**src/source/scannerPkg.sv**
```systemverilog
package scannerPkg;

	// Status and data commands sent on the serial link
	typedef enum logic [7:0] {
		cmdReady = 8'd2, // READY_TO_TRANSFER
		cmdStart = 8'd3, // START_SCANNING
		cmdFull = 8'd4, // BUFFER_FULL
		cmdData = 8'd7 // Prefix ahead of a data word
	} cmdCode_e;

	// Commands from the peer node
	typedef enum logic [1:0] {
		peerNone = 2'd0,
		peerStart = 2'd1, // Begin a scan
		peerHalf = 2'd2 // Other buffer is at 50%
	} peerCode_e;

	typedef struct packed {
		logic [3:0] reserved; // Always zero
		logic [3:0] fillLevel;
	} dataWord_t;

	// One payload byte, read as a command or as a data word
	typedef union packed {
		cmdCode_e commandCode;
		dataWord_t dataWord;
	} framePayload_u;

	typedef struct packed {
		logic isData; // Selects the dataWord view of payload
		framePayload_u payload;
	} linkFrame_t;

	localparam int levelFull = 9; // Buffer full
	localparam int levelReady = 7; // Triggers cmdReady
	localparam int levelStart = 8; // Triggers cmdStart

	localparam int tickDivide = 8; // clk cycles per fill tick
	localparam int fifoDepth = 4; // Frame queue entries
	localparam int bitCycles = 2; // clk cycles per serial bit

endpackage
```
**src/source/scannerTop.sv**
```systemverilog
module scannerTop (
	input logic clk,
	input logic rst,
	input scannerPkg::peerCode_e peerCommand,
	input logic readyForTransfer,
	output logic clkOut,
	output logic dataOut
);
	import scannerPkg::*;

	logic pushReq;
	logic pushAck;
	linkFrame_t pushFrame; // Engine to FIFO
	logic popReq;
	logic popAck;
	linkFrame_t popFrame; // FIFO to transmitter

	scanEngine u_scanEngine (
		.clk(clk),
		.rst(rst),
		.peerCommand(peerCommand),
		.readyForTransfer(readyForTransfer),
		.pushAck(pushAck),
		.pushReq(pushReq),
		.pushFrame(pushFrame)
	);

	frameFifo u_frameFifo (
		.clk(clk),
		.rst(rst),
		.pushReq(pushReq),
		.pushFrame(pushFrame),
		.popAck(popAck),
		.pushAck(pushAck),
		.popReq(popReq),
		.popFrame(popFrame)
	);

	serialLinkTx u_serialLinkTx (
		.clk(clk),
		.rst(rst),
		.popReq(popReq),
		.popFrame(popFrame),
		.popAck(popAck),
		.clkOut(clkOut),
		.dataOut(dataOut)
	);

endmodule

```
**src/source/serialLinkTx.sv**
```systemverilog
module serialLinkTx (
	input logic clk,
	input logic rst,
	input logic popReq,
	input scannerPkg::linkFrame_t popFrame,
	output logic popAck,
	output logic clkOut,
	output logic dataOut
);
	import scannerPkg::*;

	typedef enum logic [1:0] {
		txIdle,
		txSend,
		txGap
	} txState_e;

	txState_e state;
	logic [15:0] shiftReg; // MSB goes out first
	logic [15:0] loadWord;
	logic [4:0] bitsLeft;
	logic [$clog2(bitCycles)-1:0] phase;
	logic phaseEnd;
	logic startFrame;

	assign phaseEnd = (phase == bitCycles - 1);
	assign startFrame = (state == txIdle) && popReq && !popAck;

	// Strobe in the last cycle of each bit
	assign clkOut = (state == txSend) && phaseEnd;
	assign dataOut = (state == txSend) && shiftReg[15];

	always_comb begin
		if (popFrame.isData)
			loadWord = {cmdData, popFrame.payload.dataWord}; // Prefix, then level
		else
			loadWord = {popFrame.payload.commandCode, 8'h00}; // Low byte unused
	end

	always_ff @(posedge clk) begin
		if (rst) begin
			state <= txIdle;
			popAck <= 1'b0;
			phase <= '0;
			bitsLeft <= 5'd0;
		end else begin
			if (popAck && !popReq)
				popAck <= 1'b0; // FIFO has removed the entry
			case (state)
				txIdle: begin
					if (startFrame) begin
						state <= txSend;
						popAck <= 1'b1; // Frame latched this edge
						phase <= '0;
						bitsLeft <= popFrame.isData ? 5'd16 : 5'd8;
					end
				end
				txSend: begin
					phase <= phaseEnd ? '0 : phase + 1'b1;
					if (phaseEnd) begin
						bitsLeft <= bitsLeft - 1'b1;
						if (bitsLeft == 5'd1)
							state <= txGap;
					end
				end
				txGap: begin
					// One idle bit period marks the frame end
					phase <= phaseEnd ? '0 : phase + 1'b1;
					if (phaseEnd)
						state <= txIdle;
				end
				default: state <= txIdle;
			endcase
		end
	end

	always_ff @(posedge clk) begin
		if (startFrame)
			shiftReg <= loadWord;
		else if (state == txSend && phaseEnd)
			shiftReg <= {shiftReg[14:0], 1'b0}; // Next bit after strobe
	end

endmodule

```
**src/source/frameFifo.sv**
```systemverilog
module frameFifo (
	input logic clk,
	input logic rst,
	input logic pushReq,
	input scannerPkg::linkFrame_t pushFrame,
	input logic popAck,
	output logic pushAck,
	output logic popReq,
	output scannerPkg::linkFrame_t popFrame
);
	import scannerPkg::*;

	linkFrame_t entries [fifoDepth];
	logic [$clog2(fifoDepth)-1:0] wrPtr, rdPtr; // Wrap naturally, depth is a power of two
	logic [$clog2(fifoDepth):0] count;
	logic doPush;
	logic doPop;

	// Store once per request, only with a free entry
	assign doPush = pushReq && !pushAck && (count < fifoDepth);
	assign doPop = popReq && popAck;
	assign popFrame = entries[rdPtr]; // Head entry

	always_ff @(posedge clk) begin
		if (doPush)
			entries[wrPtr] <= pushFrame;
	end

	always_ff @(posedge clk) begin
		if (rst) begin
			wrPtr <= '0;
			rdPtr <= '0;
			count <= '0;
			pushAck <= 1'b0;
			popReq <= 1'b0;
		end else begin
			// Write side slave
			if (doPush) begin
				wrPtr <= wrPtr + 1'b1;
				pushAck <= 1'b1;
			end else if (!pushReq) begin
				pushAck <= 1'b0; // Phase 4
			end

			// Read side master
			if (doPop) begin
				rdPtr <= rdPtr + 1'b1;
				popReq <= 1'b0;
			end else if (!popAck && count != 0) begin
				popReq <= 1'b1; // Next entry once ack is low
			end

			case ({doPush, doPop})
				2'b10: count <= count + 1'b1;
				2'b01: count <= count - 1'b1;
				default: count <= count;
			endcase
		end
	end

endmodule

```
**src/source/scanEngine.sv**
```systemverilog
module scanEngine (
	input logic clk,
	input logic rst,
	input scannerPkg::peerCode_e peerCommand,
	input logic readyForTransfer,
	input logic pushAck,
	output logic pushReq,
	output scannerPkg::linkFrame_t pushFrame
);
	import scannerPkg::*;

	typedef enum logic [1:0] {
		stateIdle,
		stateActive,
		stateStandby,
		stateTransfer
	} engineState_e;

	engineState_e state, stateNext;
	logic [3:0] level, levelNext; // Fake sample buffer fill
	logic [$clog2(tickDivide)-1:0] tickCount;
	logic tick;
	logic pushBusy; // High from request until ack has dropped again
	logic pushDone;
	logic startPush;
	linkFrame_t frameNext;

	function automatic linkFrame_t commandFrame(cmdCode_e code);
		linkFrame_t frame;
		frame.isData = 1'b0;
		frame.payload.commandCode = code;
		return frame;
	endfunction

	function automatic linkFrame_t dataFrame(logic [3:0] fill);
		linkFrame_t frame;
		frame.isData = 1'b1;
		frame.payload.dataWord.reserved = 4'h0;
		frame.payload.dataWord.fillLevel = fill;
		return frame;
	endfunction

	assign tick = (tickCount == tickDivide - 1); // Slow fill rate
	assign pushDone = pushBusy && !pushReq && !pushAck; // Four phases complete

	always_comb begin
		stateNext = state;
		levelNext = level;
		startPush = 1'b0;
		frameNext = '0;
		case (state)
			stateIdle: begin
				if (peerCommand == peerStart) begin
					stateNext = stateActive;
					levelNext = 4'h0; // Fresh scan
				end
			end
			stateActive: begin
				if (pushDone && level == levelFull) begin // cmdFull acknowledged
					if (readyForTransfer) begin
						stateNext = stateTransfer;
						startPush = 1'b1;
						frameNext = dataFrame(level);
					end else begin
						stateNext = stateStandby;
					end
				end else if (tick && !pushBusy && level < levelFull) begin
					// Counting stalls while a frame is outstanding
					levelNext = level + 1'b1;
					if (levelNext == levelReady) begin
						startPush = 1'b1;
						frameNext = commandFrame(cmdReady);
					end else if (levelNext == levelStart) begin
						startPush = 1'b1;
						frameNext = commandFrame(cmdStart);
					end else if (levelNext == levelFull) begin
						startPush = 1'b1;
						frameNext = commandFrame(cmdFull);
					end
				end
			end
			stateStandby: begin
				if (readyForTransfer) begin
					stateNext = stateTransfer;
					startPush = 1'b1;
					frameNext = dataFrame(level);
				end else if (peerCommand == peerHalf) begin
					stateNext = stateIdle; // Data dropped, nothing sent
					levelNext = 4'h0;
				end
			end
			stateTransfer: begin
				if (pushDone) begin
					stateNext = stateIdle;
					levelNext = 4'h0; // Level handed downstream
				end
			end
			default: stateNext = stateIdle;
		endcase
	end

	always_ff @(posedge clk) begin
		if (rst) begin
			state <= stateIdle;
			level <= 4'h0;
			tickCount <= '0;
			pushReq <= 1'b0;
			pushBusy <= 1'b0;
		end else begin
			state <= stateNext;
			level <= levelNext;
			tickCount <= tick ? '0 : tickCount + 1'b1;
			if (startPush) begin
				pushReq <= 1'b1;
				pushBusy <= 1'b1;
			end else begin
				if (pushReq && pushAck)
					pushReq <= 1'b0; // Phase 3
				if (pushDone)
					pushBusy <= 1'b0;
			end
		end
	end

	// Frame held stable while pushReq is up
	always_ff @(posedge clk) begin
		if (startPush)
			pushFrame <= frameNext;
	end

endmodule

```
**config.mk**
```make
export PLATFORM = sky130hd
export DESIGN_NAME = scannerTop
export DESIGN_NICKNAME = d
export VERILOG_FILES = /design/src/source/scannerPkg.sv /design/src/source/scannerTop.sv /design/src/source/serialLinkTx.sv /design/src/source/frameFifo.sv /design/src/source/scanEngine.sv
export SDC_FILE = /design/constraint.sdc
export NUM_CORES = 1
export LEC_CHECK = 0
export BUFFER_PORTS_ARGS = -buffer_cell sky130_fd_sc_hd__buf_2
export CAP_MARGIN = 20
export CORE_ASPECT_RATIO = 1.5
export CORE_MARGIN = 2
export CORE_UTILIZATION = 62
export CTS_CLUSTER_SIZE = 40
export DETAILED_ROUTE_END_ITERATION = 12
export PLACE_DENSITY_LB_ADDON = 0.2
export SLEW_MARGIN = 20
export SYNTH_ARGS = -nofsm -noshare
export SYNTH_HDL_FRONTEND = slang
export SYNTH_SLANG_ARGS = --single-unit
```
**constraint.sdc**
```tcl
create_clock -name clk -period 3.2 [get_ports clk]
set_clock_uncertainty 0.15 [all_clocks]
set_input_delay 0.16 -clock clk [delete_from_list [all_inputs] [get_ports clk]]
set_output_delay 0.16 -clock clk [all_outputs]
set_load 0.02 [all_outputs]
```
==> results.json <==
{
  "drc": 0,
  "cts_inserted_buffers": 9,
  "finalNonFillerCells": 395,
  "overflow": 0,
  "hold_viol_final": 0,
  "synthTopCellsByArea": "edfxtp_1 (36%), dfxtp_1 (18%), ha_1 (8.3%)",
  "dp_hpwl_mm": 4.01,
  "finalWirelength_mm": 5.59,
  "design_area_um2": 3720,
  "synth.net_count": 342,
  "drtIter0Drc": 114,
  "drv_slew": 0,
  "p_total_mw": 1.87,
  "synth_flop_cell": "edfxtp_1",
  "fin_ws_ps": 496,
  "avgSynthCellArea_um2": 11.1,
  "drt_pass1_iterations": 4,
  "initial_core_util_pct": 63.6,
  "synth-edff-count": 41,
  "ios": 7,
  "status": "completed",
  "cts.sinks": 72,
  "setup_viol": 0,
  "ctsLongestPathBuffers": 2,
  "synthArstFlopShare_pct": 0,
  "path_max_fanout": 7,
  "finalSetupTns_ps": 0,
  "die-area_um2": 6210,
  "worstPathArrival_ps": 2530,
  "fmax_mhz": 370,
  "num_rows": 33,
  "rsz0062_at_grt": "no",
  "worst-slew-pin-transition_ps": 656,
  "post-place-ws_ps": 539,
  "required_ps": 3030,
  "placed_area_um2": 3550,
  "yosysTopAreaCell": "edfxtp_1",
  "path_clk_slew_ps": 80,
  "die_h_um": 95.6,
  "yosysUniqueCellTypes": 47,
  "numPortBuffers": 6,
  "antenna_found_initial": 0,
  "via_per_inst": 5.55,
  "cts_hold_buf": 0,
  "grtUsageTotal_pct": 19.9,
  "relSlewSlack_pct": 55.9,
  "fin_nets": 349,
  "cts_max_level": 3,
  "crit_path_start_kind": "flop",
  "dr_total_vias": 2192,
  "die_x_um": 65.0,
  "post_route_cells_drive_above_1_share_pct": 10.5,
  "dp.cells": 379,
  "routabilityCongestion": 0.819,
  "worstSetupEndpointType": "flop",
  "crit_type": "reg -> reg",
  "grt_pass1_wl_mm": 9.16,
  "power.leakage_nw": 1.37,
  "synth_top_area_share_pct": 35.5,
  "area_growth_pct": 7.48,
  "post_cts_buffers": 0,
  "synthCells": 313,
  "clk_latency_ps": 340,
  "ys_warn_count": 0,
  "min_period_ps": 2700,
  "hold_class": "in -> reg",
  "root_buffer": "clkbuf_8",
  "ctsResizeCount": 0,
  "yosysSeqAreaShare_pct": 53.4,
  "antenna_cells": 0,
  "drtAntennaViolNets": 0,
  "worst_ir_drop_vdd_mv": 0.415,
  "wl_per_cell_um": 14.2,
  "grt_start_max_net_pins": 33,
  "core_um2": 5450,
  "synth_seq_cells": 72,
  "grt_pass1_vias": 2123,
  "min_period_over_period_pct": 84.5,
  "synth_area_um2": 3460,
  "power.density_nw_per_um2": 503,
  "tritoncts": "yes",
  "maxCapViolCount": 0
}
-- kinds of logic after synthesis --
logic type	Yosys count	share of synthesized area, %
mux	8	4.15
xor+xnor	8	2.02
flops	72	53.4
fa+ha+maj	24	8.88
simple gates	116	17.7
compound gates	53	10.3
buf+inv	32	3.50
-- synth_stat cells (all sizes together), types with 3 or more instances --
library cell  instances
edfxtp               41
dfxtp                31
nand2                25
nor2                 25
ha                   23
inv                  20
and2                 16
o21ai                15
a21oi                14
clkbuf               11
nand2b                9
nor3                  8
nor2b                 6
a211oi                5
mux4                  5
nor3b                 5
nand3b                4
xnor2                 4
xor2                  4
nand3                 3
or3                   3
-- path summary, 6_finish.rpt --
path	start	endpoint	slack [ps]	cells after the start
setup / recovery	u_scanEngine.state[1]	u_scanEngine.pushFrame[2]	500	7
hold / removal	readyForTransfer	u_scanEngine.state[1]	80	3
setup reg to reg	u_scanEngine.state[1]	u_scanEngine.pushFrame[2]	500	7
hold reg to reg	u_scanEngine.tickCount[0]	u_scanEngine.tickCount[0]	280	1
-- registers in the layout, summed over array words and instances, names as in the netlist, named ones only --
name,flops
u_frameFifo.entries,20
u_serialLinkTx.shiftReg,16
u_scanEngine.pushFrame,5
u_serialLinkTx.bitsLeft,5
u_scanEngine.level,4
u_frameFifo.count,3
u_scanEngine.tickCount,3
u_frameFifo.rdPtr,2
u_frameFifo.wrPtr,2
u_scanEngine.state,2
u_serialLinkTx.state,2
u_frameFifo.popReq,1
u_frameFifo.pushAck,1
u_scanEngine.pushBusy,1
u_scanEngine.pushReq,1
u_serialLinkTx.phase,1
u_serialLinkTx.popAck,1
-- where the power goes --
group          total (mW)  internal, mW  switching (mW)
combinational       0.247        0.0926           0.155
sequential           1.01         0.994          0.0148
clock               0.618         0.279           0.340
-- through the flow --
stage | utilization, % | hold slack (ps)
final | 68.3 | 78.7
after global routing | 68.3 | 70.6
after CTS | 68.3 | 65.4
after detailed placement | 65.2 | 272
after global placement | 65.2 | 265
after floorplan | - | 201
-- critical path, cell delays in order (launching register included) --
cell and delay [ps]:
dfxtp_1 340, inv_1 120, ha_1 300, inv_1 130, a211oi_1 400, o211a_1 290
nor2_1 70, a21boi_0 540
-- cell type report --
cell class              count  area (um2)
well taps                  70        87.6
clock inverters             7        48.8
multi-input cells         209        1490
clock buffers               9         124
fillers                   443        1730
inverters                  20        75.1
flip-flops and latches     72        1850
repair buffers              8        45.0
-- cells in the final DEF (no fill, tap or decap), types with 5 or more instances in the layout --
| master | Yosys | layout |
|---|---|---|
| a211oi_1 | 5 | 5 |
| a21oi_1 | 14 | 14 |
| and2_1 | 16 | 16 |
| buf_2 | 1 | 6 |
| clkbuf_8 | 0 | 9 |
| dfxtp_1 | 31 | 31 |
| edfxtp_1 | 41 | 41 |
| ha_1 | 23 | 23 |
| inv_1 | 20 | 20 |
| mux4_2 | 5 | 5 |
| nand2_1 | 25 | 25 |
| nand2b_1 | 9 | 9 |
| nor2_1 | 25 | 25 |
| nor2b_1 | 6 | 6 |
| nor3_1 | 8 | 8 |
| nor3b_1 | 5 | 5 |
| o21ai_0 | 14 | 14 |
-- metal layers --
layer | part of all wire (%) | track usage, % | vias up
li1 | - | - | 1130
met1 | 41 | 20.9 | 1027
met2 | 54 | 36.4 | 29
met3 | 2.8 | 5.79 | 6
met4 | 1.5 | 8.85 | 0
met5 | 0 | 0 | -
No activity file was read; power rests on OpenSTA's default activity.
